**src/logic/sys86_defines.svh**
```systemverilog
`ifndef SYS86_DEFINES_SVH
`define SYS86_DEFINES_SVH

//////////////////////////////
// Watchdog
//////////////////////////////

// Width of the vblank counter
// MSB of the counter is the main CPU reset
`define WATCHDOG_WIDTH 4

// Count at which the counter wraps back to zero
// With no kicks reset rises at count 8 and drops on the wrap
`define WATCHDOG_LAST 10

//////////////////////////////
// I/O windows, upper five address bits
//////////////////////////////

// Watchdog kick, 8000h
`define WDOG_ADDR 5'b10000

// Main CPU interrupt acknowledge, 8800h
`define INTACK_ADDR 5'b10001

// Tile layer latches, first window at D000h
`define LATCH0_BASE 5'b11010

// Tile layer latches, second window at D800h
`define LATCH1_BASE 5'b11011

`endif

```
**src/logic/sys86Pkg.sv**
```systemverilog
`default_nettype none

package sys86Pkg;

	//////////////////////////////
	// Main CPU bus
	//////////////////////////////

	// One bus cycle as seen by the glue logic
	// Write is a single clock strobe, address held while it is high
	typedef struct packed {
		logic [15:0] addr;
		logic [7:0]  data;
		logic        write;
	} cpuBusT;

	// Decoded I/O register hit by a write
	// ioNone whenever the strobe is low
	typedef enum logic [2:0] {
		ioNone,
		ioWatchdog,
		ioIntAck,
		ioLatch0,
		ioLatch1
	} ioTargetT;

	//////////////////////////////
	// Memory chip selects
	//////////////////////////////

	// All active high
	typedef struct packed {
		// 0000h - 1FFFh
		logic spriteRam;
		// 2000h - 3FFFh
		logic videoRam0;
		// 4000h - 5FFFh
		logic videoRam1;
		// 6000h - 7FFFh, banked ROM
		logic bankRom;
		// 8000h - FFFFh, reads only
		logic mainRom;
	} chipSelT;

	//////////////////////////////
	// Tile layer registers
	//////////////////////////////

	// One tile layer
	// scrollX[8] comes from bit 0 of the offset 0 byte
	// prio comes from bits 7:5 of the same byte
	typedef struct packed {
		logic [8:0] scrollX;
		logic [2:0] prio;
		logic [7:0] scrollY;
	} layerRegsT;

	// Both layers plus the shared ROM bank select
	typedef struct packed {
		layerRegsT  layerA;
		layerRegsT  layerB;
		logic [7:0] romBank;
	} tileRegsT;

endpackage

`default_nettype wire

```
**src/logic/cpuPhaseGen.sv**
```systemverilog
`default_nettype none
`timescale 1ns/10ps

module cpuPhaseGen (
	input  logic clk6M,
	input  logic reset,
	input  logic clk0,
	output logic cpuQ
);

	// Phase counter, a 74LS161 on the board
	logic [1:0] phaseCnt;
	logic [1:0] phaseNext;

	// Counter is held clear while the reference phase is low
	always_comb begin
		if (!clk0) begin
			phaseNext = 2'd0;
		end else begin
			phaseNext = phaseCnt + 2'd1;
		end
	end

	// XOR of the two counter bits gives Q, a quarter period off the count
	// Registered from the next count so Q always matches the counter
	always_ff @(posedge clk6M) begin
		if (reset) begin
			phaseCnt <= 2'd0;
			cpuQ     <= 1'b0;
		end else begin
			phaseCnt <= phaseNext;
			cpuQ     <= phaseNext[1] ^ phaseNext[0];
		end
	end

endmodule

`default_nettype wire

```
**src/logic/mainAddrDecoder.sv**
```systemverilog
`default_nettype none
`timescale 1ns/10ps
`include "sys86_defines.svh"

module mainAddrDecoder (
	input  logic [15:0]        addr,
	input  logic               write,
	output sys86Pkg::chipSelT  chipSel,
	output sys86Pkg::ioTargetT ioTarget
);

	// Upper address bits used by the decode
	logic [2:0] memPage;
	logic [4:0] ioPage;

	assign memPage = addr[15:13];
	assign ioPage  = addr[15:11];

	//////////////////////////////
	// Memory chip selects
	//////////////////////////////

	// Pure combinational decode, no latency
	always_comb begin
		chipSel = '0;
		case (memPage)
			// Sprite RAM
			3'b000: begin
				chipSel.spriteRam = 1'b1;
			end
			// First video RAM
			3'b001: begin
				chipSel.videoRam0 = 1'b1;
			end
			// Second video RAM
			3'b010: begin
				chipSel.videoRam1 = 1'b1;
			end
			// Banked ROM
			3'b011: begin
				chipSel.bankRom = 1'b1;
			end
			// Upper half is program ROM on reads
			// writes up here are I/O, so the ROM stays off
			default: begin
				chipSel.mainRom = ~write;
			end
		endcase
	end

	//////////////////////////////
	// I/O write targets
	//////////////////////////////

	// Only a live strobe produces a target
	// Everything downstream trusts ioTarget alone
	always_comb begin
		ioTarget = sys86Pkg::ioNone;
		if (write) begin
			case (ioPage)
				// Watchdog kick
				`WDOG_ADDR: begin
					ioTarget = sys86Pkg::ioWatchdog;
				end
				// Vblank interrupt acknowledge
				`INTACK_ADDR: begin
					ioTarget = sys86Pkg::ioIntAck;
				end
				// Scroll, priority and bank, first window
				`LATCH0_BASE: begin
					ioTarget = sys86Pkg::ioLatch0;
				end
				// Scroll, priority and bank, second window
				`LATCH1_BASE: begin
					ioTarget = sys86Pkg::ioLatch1;
				end
				// Writes elsewhere go to RAM only
				default: begin
					ioTarget = sys86Pkg::ioNone;
				end
			endcase
		end
	end

endmodule

`default_nettype wire

```
**src/logic/vblankWatchdog.sv**
```systemverilog
`default_nettype none
`timescale 1ns/10ps
`include "sys86_defines.svh"

module vblankWatchdog #(
	parameter int width = `WATCHDOG_WIDTH
) (
	input  logic               clk6M,
	input  logic               reset,
	input  logic               vblank,
	input  sys86Pkg::ioTargetT ioTarget,
	output logic               mainReset,
	output logic               mainIrq
);

	//////////////////////////////
	// Vblank edge
	//////////////////////////////

	// Previous vblank sample
	logic vblankPrev;
	// High for the one clock where vblank has just risen
	logic vblankStart;

	assign vblankStart = vblank & ~vblankPrev;

	always_ff @(posedge clk6M) begin
		if (reset) begin
			vblankPrev <= 1'b0;
		end else begin
			vblankPrev <= vblank;
		end
	end

	//////////////////////////////
	// Watchdog
	//////////////////////////////

	// Frames since the last kick
	logic [width-1:0] wdCount;
	// Kick seen since the last vblank start
	logic             kickPending;
	// Counter goes back to zero on this vblank
	logic             countClear;

	assign countClear = kickPending | (wdCount == width'(`WATCHDOG_LAST));

	always_ff @(posedge clk6M) begin
		if (reset) begin
			wdCount     <= '0;
			kickPending <= 1'b0;
		end else begin
			// Counter only moves once per frame
			if (vblankStart) begin
				if (countClear) begin
					wdCount <= '0;
				end else begin
					wdCount <= wdCount + 1'b1;
				end
				kickPending <= 1'b0;
			end
			// A kick on the vblank clock itself counts for the next frame
			if (ioTarget == sys86Pkg::ioWatchdog) begin
				kickPending <= 1'b1;
			end
		end
	end

	// Main CPU held in reset while the MSB is set
	assign mainReset = wdCount[width-1];

	//////////////////////////////
	// Vblank interrupt
	//////////////////////////////

	// Raised every frame, dropped by the acknowledge write
	// A new frame wins over a simultaneous acknowledge
	always_ff @(posedge clk6M) begin
		if (reset) begin
			mainIrq <= 1'b0;
		end else if (vblankStart) begin
			mainIrq <= 1'b1;
		end else if (ioTarget == sys86Pkg::ioIntAck) begin
			mainIrq <= 1'b0;
		end
	end

endmodule

`default_nettype wire

```
**src/logic/tileLatchBank.sv**
```systemverilog
`default_nettype none
`timescale 1ns/10ps

module tileLatchBank (
	input  logic               clk6M,
	input  logic               reset,
	input  sys86Pkg::ioTargetT ioTarget,
	input  logic [2:0]         offset,
	input  logic [7:0]         data,
	output sys86Pkg::tileRegsT tileRegs
);

	// Layout inside each 8 byte window
	//   0..2  layer A
	//   3     ROM bank select
	//   4..6  layer B
	//   7     not decoded

	// Held register state
	sys86Pkg::tileRegsT regs;
	// Either latch window strobed this clock
	logic               latchWrite;
	// Offset 3, the bank select slot
	logic               bankSel;
	// Layer byte index within a layer group
	logic [1:0]         layerByte;

	assign latchWrite = (ioTarget == sys86Pkg::ioLatch0) ||
		(ioTarget == sys86Pkg::ioLatch1);
	assign layerByte  = offset[1:0];
	assign bankSel    = (offset == 3'd3);

	//////////////////////////////
	// Layer byte merge
	//////////////////////////////

	// Returns the layer with one byte replaced
	// Byte 3 of a group leaves the layer untouched
	function automatic sys86Pkg::layerRegsT mergeLayer(
		input sys86Pkg::layerRegsT cur,
		input logic [1:0]          sel,
		input logic [7:0]          value
	);
		sys86Pkg::layerRegsT nxt;
		nxt = cur;
		case (sel)
			// Priority in the top bits, scroll X MSB in bit 0
			2'd0: begin
				nxt.prio       = value[7:5];
				nxt.scrollX[8] = value[0];
			end
			// Scroll X low byte
			2'd1: begin
				nxt.scrollX[7:0] = value;
			end
			// Scroll Y
			2'd2: begin
				nxt.scrollY = value;
			end
			default: begin
				nxt = cur;
			end
		endcase
		return nxt;
	endfunction

	//////////////////////////////
	// Latches
	//////////////////////////////

	// Both windows land on the one register set here
	// The bank select at offset 3 is shared between them
	always_ff @(posedge clk6M) begin
		if (reset) begin
			regs <= '0;
		end else if (latchWrite) begin
			if (bankSel) begin
				regs.romBank <= data;
			end else if (offset[2]) begin
				// Upper half of the window, layer B
				regs.layerB <= mergeLayer(regs.layerB, layerByte, data);
			end else begin
				// Lower half of the window, layer A
				regs.layerA <= mergeLayer(regs.layerA, layerByte, data);
			end
		end
	end

	// Registers go straight out to the tile generators
	assign tileRegs = regs;

endmodule

`default_nettype wire

```
**src/logic/mainBusCtrl.sv**
```systemverilog
`default_nettype none
`timescale 1ns/10ps

module mainBusCtrl (
	input  logic               clk6M,
	input  logic               reset,
	input  sys86Pkg::cpuBusT   bus,
	input  logic               vblank,
	input  logic               clk0,
	output sys86Pkg::chipSelT  chipSel,
	output sys86Pkg::tileRegsT tileRegs,
	output logic               mainReset,
	output logic               mainIrq,
	output logic               cpuQ
);

	// Decoded write target, already qualified by the strobe
	sys86Pkg::ioTargetT ioTarget;

	//////////////////////////////
	// Address decode
	//////////////////////////////

	mainAddrDecoder i_mainAddrDecoder (
		.addr    (bus.addr),
		.write   (bus.write),
		.chipSel (chipSel),
		.ioTarget(ioTarget)
	);

	//////////////////////////////
	// Watchdog and vblank IRQ
	//////////////////////////////

	vblankWatchdog i_vblankWatchdog (
		.clk6M    (clk6M),
		.reset    (reset),
		.vblank   (vblank),
		.ioTarget (ioTarget),
		.mainReset(mainReset),
		.mainIrq  (mainIrq)
	);

	//////////////////////////////
	// Tile layer latches
	//////////////////////////////

	// Low three address bits pick the byte in a window
	tileLatchBank i_tileLatchBank (
		.clk6M   (clk6M),
		.reset   (reset),
		.ioTarget(ioTarget),
		.offset  (bus.addr[2:0]),
		.data    (bus.data),
		.tileRegs(tileRegs)
	);

	//////////////////////////////
	// CPU clock phase
	//////////////////////////////

	cpuPhaseGen i_cpuPhaseGen (
		.clk6M(clk6M),
		.reset(reset),
		.clk0 (clk0),
		.cpuQ (cpuQ)
	);

endmodule

`default_nettype wire

```
**config.mk**
```make
export PLATFORM = sky130hd
export DESIGN_NAME = mainBusCtrl
export DESIGN_NICKNAME = d
export VERILOG_FILES = /design/src/logic/sys86Pkg.sv /design/src/logic/cpuPhaseGen.sv /design/src/logic/mainAddrDecoder.sv /design/src/logic/vblankWatchdog.sv /design/src/logic/tileLatchBank.sv /design/src/logic/mainBusCtrl.sv
export VERILOG_INCLUDE_DIRS = /design/src /design/src/logic
export SDC_FILE = /design/constraint.sdc
export NUM_CORES = 1
export LEC_CHECK = 0
export BUFFER_PORTS_ARGS = -buffer_cell sky130_fd_sc_hd__buf_2
export CORE_ASPECT_RATIO = 0.75
export CORE_UTILIZATION = 49
export DETAILED_ROUTE_END_ITERATION = 12
export PLACE_DENSITY = 0.79
export REMOVE_ABC_BUFFERS = 1
export SLEW_MARGIN = 40
export SYNTH_ARGS = -nofsm -noshare
export SYNTH_HDL_FRONTEND = slang
export SYNTH_SLANG_ARGS = --single-unit
```
**constraint.sdc**
```tcl
create_clock -name clk6M -period 1.95 [get_ports clk6M]
set_clock_uncertainty 0.1 [all_clocks]
set_input_delay 0.39 -clock clk6M [delete_from_list [all_inputs] [get_ports clk6M]]
set_output_delay 0.39 -clock clk6M [all_outputs]
set_load 0.01 [all_outputs]
```
==> metrics, run 1 <==
DP HPWL 3.713 mm; largest net degree at the start of global routing 36; # IOs 85; CTS clk-pin slew, worst paths 70 ps; met2 usage 32.38%; Hold Buf Count CTS 0; Cell Int Power 2.013 mW; largest family of logic cells by synthesized area simple AND/OR/NAND/NOR gates; Max VDD drop 533.9 uV; unrepaired setup endpoints after global routing false; final setup fails 0; htree depth 3; xor and xnor fraction of the mapped netlist area 1.091%; crit path capture type flip-flop; most frequent cells in the layout buf_2 (76), nand2b_1 (58), dfxtp_1 (58); adder-cell area share of the yosys netlist 1.039%; grt ovf 0; final period utilization 79.00%; WS Path Type in2reg; Synth Flop Type dfxtp_1; Fmax achieved 0.6491 GHz; fin worst setup slack 409.5 ps; Post-route DRC 0; Compound-Gate Fraction of Synth Area 2.026%; final setup TNS 0 ps; Startpoint Class input port; setup bufs post-CTS 0; gr usage total 21.58%; routed vias/inst 5.013; CP arrival 1680 ps; mux share of post-synthesis cell area 19.95%; met1 usage 27.54%; Flop pwr share 47.3%; Combinational Power Share 5.5%; Setup WS pre-CTS 86.80 ps; switching part of the total 21.07%; cell row count 21; Routed WL per cell 13.93 um; Fin. Hold Viols 0; Slew HR 68.38%; synthesized area per cell 10.47 sq um; Final Slew Violations 0; Net Sw Power 537.5 uW; post-synthesis sequential area ratio 48.21%; first-pass GRT wire length 8.576 mm; Placer Congestion 0.8040; GRT met3 Usage 9.643%; Routed WL 5.183 mm; initial antenna violation count 0; Num CTS Buffers 9; Syn. warnings 0; die span in y 62.72 um; dpl cells 356; maximum clock path buffer count 2; Mapped Cells 230; Total Nets Final 341; Tightest Pin Transition 474.3 ps; clock share of power 47.1%; Most Crowded Layer GR met2; Final ANT Viol Nets 0; Post-synth EDFFs 0; die area 0.005203 sq mm; CP Data Required Time 2090 ps; outcome complete, no violations; via count 1865; crit path time final 1541 ps; n_diodes 0; post-synthesis async set-or-reset flop share 0%; layout cells sized above 1 31.43%; synth unique cells 35; post-CTS sizing 0; vias in the first global route 1766; synth-to-layout area growth 27.22%; core area 0.004598 sq mm; Seq cells post-synth 58; CTS Root Cell clkbuf_8; DRT Pass-1 Iters 4; DR iter-0 viols 60; CTS tree built; most common cell after layout, fill and taps aside buf_2; CP Max Fanout 8; Finished Layout Cells 372; clk sink count 58; max cap viols 0; fillers 399; Post-Syn Area 0.002409 sq mm; Lkg Pwr 1.615 nW; IO Port Bufs 76; Clock Latency Late Sink 330 ps; power per cell area 832.3 mW/mm^2; Hold Path Class in2reg; initial core utilization 52.38%; Simple-Gate Fraction of Synth Area 24.42%; total power 2.550 mW; Die X 82.96 um
power groups by stage:
stage	clock network, mW	logic (mW)	registers (mW)
final	1.20	0.141	1.21
after global routing	1.32	0.157	1.21
after CTS	1.23	0.143	1.21
after detailed placement	0	0.142	1.23
after global placement	0	0.137	1.23
after floorplan	0	0.0697	1.23
kinds of logic (layout without fill, tap and decap cells):
group	count (synthesis)	in the layout
flops	58	58
fa+ha+maj	2	2
simple gates	94	94
buf+inv	18	103
xor+xnor	3	3
compound gates	7	7
mux	48	48
stage by stage:
step	utilization [%]	instance area (sq um)	hold WS, ps
2_1_floorplan	-	2349	312.7
3_3_place_gp	61.88	2845	323.2
3_5_place_dp	61.88	2845	359.6
4_1_cts	66.64	3064	211.2
5_1_grt	66.64	3064	236.3
6_report	66.64	3064	228.1
cell usage after synthesis, types with 3 or more instances:
cell	number	area, sq um
mux2i_1	48	480.5
nand2b_1	58	362.9
dfxtp_1	58	1161
nor3_1	4	20.02
clkbuf_1	9	33.78
nand2_1	3	11.26
nor2_1	7	26.28
inv_1	5	18.77
nor2b_1	3	18.77
path summary, 6_finish.rpt:
path	end	from	slack, ps	cells past startpoint
worst max-delay path	i_tileLatchBank.tileRegs[2]$_SDFFE_PP0P_	bus[22]	410	5
worst min-delay path	i_vblankWatchdog.vblankPrev$_SDFF_PP0_	vblank	230	2
worst max register to register	i_vblankWatchdog.wdCount[1]$_SDFFE_PP0P_	i_vblankWatchdog.wdCount[0]$_SDFFE_PP0P_	520	5
worst min register to register	i_cpuPhaseGen.phaseCnt[0]$_SDFF_PP0_	i_cpuPhaseGen.phaseCnt[0]$_SDFF_PP0_	360	1
area by class of cell:
type,count,area [sq um],area share [%]
clock buffer,11,141.4,4.614
clock inverter,5,77.57,2.532
inverter,5,18.77,0.6125
multi-input combinational,154,1169,38.14
sequential,58,1161,37.89
tap,57,71.32,2.327
timing repair buffer,82,425.4,13.88
state kept, by name (all words and copies together), names as in the netlist:
name and flops:
i_vblankWatchdog.wdCount 4, i_vblankWatchdog.kickPending 1, i_vblankWatchdog.vblankPrev 1, i_vblankWatchdog.mainIrq 1, i_cpuPhaseGen.phaseCnt 2, i_tileLatchBank.tileRegs 48, i_cpuPhaseGen.cpuQ 1
per-layer routing:
metal  vias to the layer above  wire length [um]
li1                        939                 -
met1                       867              2509
met2                        57              2392
met3                         2               259
met4                         0                22
met5                         -                 0
worst max-delay path, stage by stage:
cell and delay [ps]:
buf_2 130, nand4b_1 240, or4b_1 510, buf_4 210, mux2i_1 190
Power figures use the tool's default switching activity.
==> run 2, diff against run 1 <==
--- a/config.mk
+++ b/config.mk
@@ -8,9 +8,9 @@
 export LEC_CHECK = 0
 export BUFFER_PORTS_ARGS = -buffer_cell sky130_fd_sc_hd__buf_2
 export CORE_ASPECT_RATIO = 0.75
-export CORE_UTILIZATION = 49
+export CORE_UTILIZATION = 44
 export DETAILED_ROUTE_END_ITERATION = 12
-export PLACE_DENSITY = 0.79
+export PLACE_DENSITY = 0.75
 export REMOVE_ABC_BUFFERS = 1
 export SLEW_MARGIN = 40
 export SYNTH_ARGS = -nofsm -noshare
==> constraint.sdc (replaced) <==
create_clock -name clk6M -period 1.3 [get_ports clk6M]
set_clock_uncertainty 0.1 [all_clocks]
set_input_delay 0.26 -clock clk6M [delete_from_list [all_inputs] [get_ports clk6M]]
set_output_delay 0.26 -clock clk6M [all_outputs]
set_load 0.01 [all_outputs]
==> metrics, run 2 (synthesis results as in run 1) <==
outcome complete, no violations (unchanged); Finished Layout Cells 405 (was 372); Clock Latency Late Sink 340 ps (was 330 ps); Cell Chain, Critical Path buf_6 > nand4b_1 > or4b_4 > buf_8 > mux2i_1 (was buf_2 > nand4b_1 > or4b_1 > buf_4 > mux2i_1); via count 1949 (was 1865); die area 0.005777 sq mm (was 0.005203 sq mm); DP HPWL 3.760 mm (was 3.713 mm); Net Sw Power 852.9 uW (was 537.5 uW); final setup TNS 0 ps (unchanged); cell row count 22 (was 21); largest net degree at the start of global routing 39 (was 36); fillers 446 (was 399); Placer Congestion 0.8051 (was 0.8040); initial antenna violation count 0 (unchanged); layout cells sized above 1 36.94% (was 31.43%); Final Slew Violations 0 (unchanged); fin worst setup slack 15.92 ps (was 409.5 ps); synth-to-layout area growth 36.21% (was 27.22%); Startpoint Class input port (unchanged); most common cell after layout, fill and taps aside buf_2 (unchanged); routed vias/inst 4.812 (was 5.013); Fmax achieved 0.7788 GHz; gr usage total 19.97% (was 21.58%); first-pass GRT wire length 8.514 mm (was 8.576 mm); Die X 87.43 um (was 82.96 um); unrepaired setup endpoints after global routing true (was false); most frequent cells in the layout buf_2 (75), nand2b_1 (57), dfxtp_1 (56) (was buf_2 (76), nand2b_1 (58), dfxtp_1 (58)); Final ANT Viol Nets 0 (unchanged); CTS Root Cell clkbuf_8 (unchanged); final period utilization 98.78%; CP arrival 1390 ps (was 1680 ps); switching part of the total 21.80% (was 21.07%); setup bufs post-CTS 0 (unchanged); Slew HR 77.75% (was 68.38%); number of flip-flops in the largest register 48 (unchanged); Total Nets Final 359 (was 341); Max VDD drop 633.6 uV (was 533.9 uV); CTS tree built (unchanged); Routed WL per cell 13.22 um (was 13.93 um); reg2reg path depth 4 (was 5); Routed WL 5.356 mm (was 5.183 mm); # IOs 85 (unchanged); initial core utilization 47.55% (was 52.38%); crit path time final 1284 ps; Hold Buf Count CTS 0 (unchanged); Fin. Hold Viols 0 (unchanged); max cap viols 0 (unchanged); Lkg Pwr 1.725 nW (was 1.615 nW); vias in the first global route 1801 (was 1766); Hold Path Class in2reg (unchanged); IO Port Bufs 76 (unchanged); CTS clk-pin slew, worst paths 60 ps (was 70 ps); final setup fails 0 (unchanged); die span in y 66.08 um (was 62.72 um); WS Path Type in2reg (unchanged); n_diodes 0 (unchanged); total power 3.912 mW (was 2.550 mW); CP Max Fanout 8 (unchanged); WHS Path Cells 3 (was 2); grt ovf 0 (unchanged); Flop pwr share 46.2% (was 47.3%); Setup WS pre-CTS -343.5 ps (was 86.80 ps); DRT Pass-1 Iters 4 (unchanged); CP Data Required Time 1400 ps (was 2090 ps); htree depth 3 (unchanged); power per cell area 1192 mW/mm^2 (was 832.3 mW/mm^2); clock share of power 47.0% (was 47.1%); Combinational Power Share 6.8% (was 5.5%); CP peak stage delay 530 ps (was 510 ps); core area 0.005065 sq mm (was 0.004598 sq mm); DR iter-0 viols 85 (was 60); dpl cells 389 (was 356); maximum clock path buffer count 2 (unchanged); Num CTS Buffers 9 (unchanged); Post-route DRC 0 (unchanged); CP max-delay cell or4b_4 (was or4b_1); crit path capture type flip-flop (unchanged); Cell Int Power 3.059 mW (was 2.013 mW); clk sink count 58 (unchanged); Tightest Pin Transition 333.8 ps (was 474.3 ps)
## run 2: per-layer routing
metal  routed length (um)  GRT usage (%)  share of wire [%]
met1                 2606          26.22                 49
met3                  303          6.492                5.7
met4                   69          8.607                1.3
met5                    0              0                  0
met2                 2377          29.98                 44
## run 2: path summary, 6_finish.rpt
kind	to	startpoint	slack [ps]
worst max register to register	i_vblankWatchdog.wdCount[3]$_SDFFE_PP0P_	i_vblankWatchdog.wdCount[0]$_SDFFE_PP0P_	50
worst min-delay path	i_cpuPhaseGen.cpuQ$_SDFF_PP0_	clk0	100
worst min register to register	i_cpuPhaseGen.phaseCnt[0]$_SDFF_PP0_	i_cpuPhaseGen.phaseCnt[0]$_SDFF_PP0_	330
worst max-delay path	i_tileLatchBank.tileRegs[7]$_SDFFE_PP0P_	bus[22]	20
## run 2: cell type report
| type | count | area, sq um | share of cell area [%] |
|---|---|---|---|
| Multi-Input combinational cell | 154 | 1190 | 36.27 |
| Sequential cell | 58 | 1164 | 35.47 |
| Timing Repair Buffer | 100 | 599.3 | 18.27 |
| Clock buffer | 11 | 141.4 | 4.310 |
| Tap cell | 72 | 90.09 | 2.746 |
| Clock inverter | 5 | 77.57 | 2.365 |
| Inverter | 5 | 18.77 | 0.5721 |
## run 2: worst max-delay path: cells and delay by family
kind,cells,cell delay [ps]
AND/OR/NAND/NOR,2,760
buffers and inverters,2,250
multiplexers,1,120
## run 2: power by group through the flow
stage	clock [mW]	combinational (mW)	sequential, mW
3_5_place_dp	0	0.251	1.85
5_1_grt	1.97	0.292	1.81
3_3_place_gp	0	0.250	1.85
6_report	1.84	0.265	1.81
2_1_floorplan	0	0.104	1.85
4_1_cts	1.87	0.258	1.81
## run 2: repair_timing
action | in CTS | in global routing
setup endpoints to repair | 1 | 13
pin swaps | 0 | 1
cloned | 0 | 0
gates resized for setup | 2 | 8
## run 2: metrics by stage
step	area (sq um)	utilization [%]	hold slack (ps)
floorplan	2349	-	229.1
CTS	3249	64.16	65.08
finish	3281	64.77	97.93
global placement	3024	59.71	322.8
detailed placement	3024	59.71	330.8
global route	3281	64.77	115.5
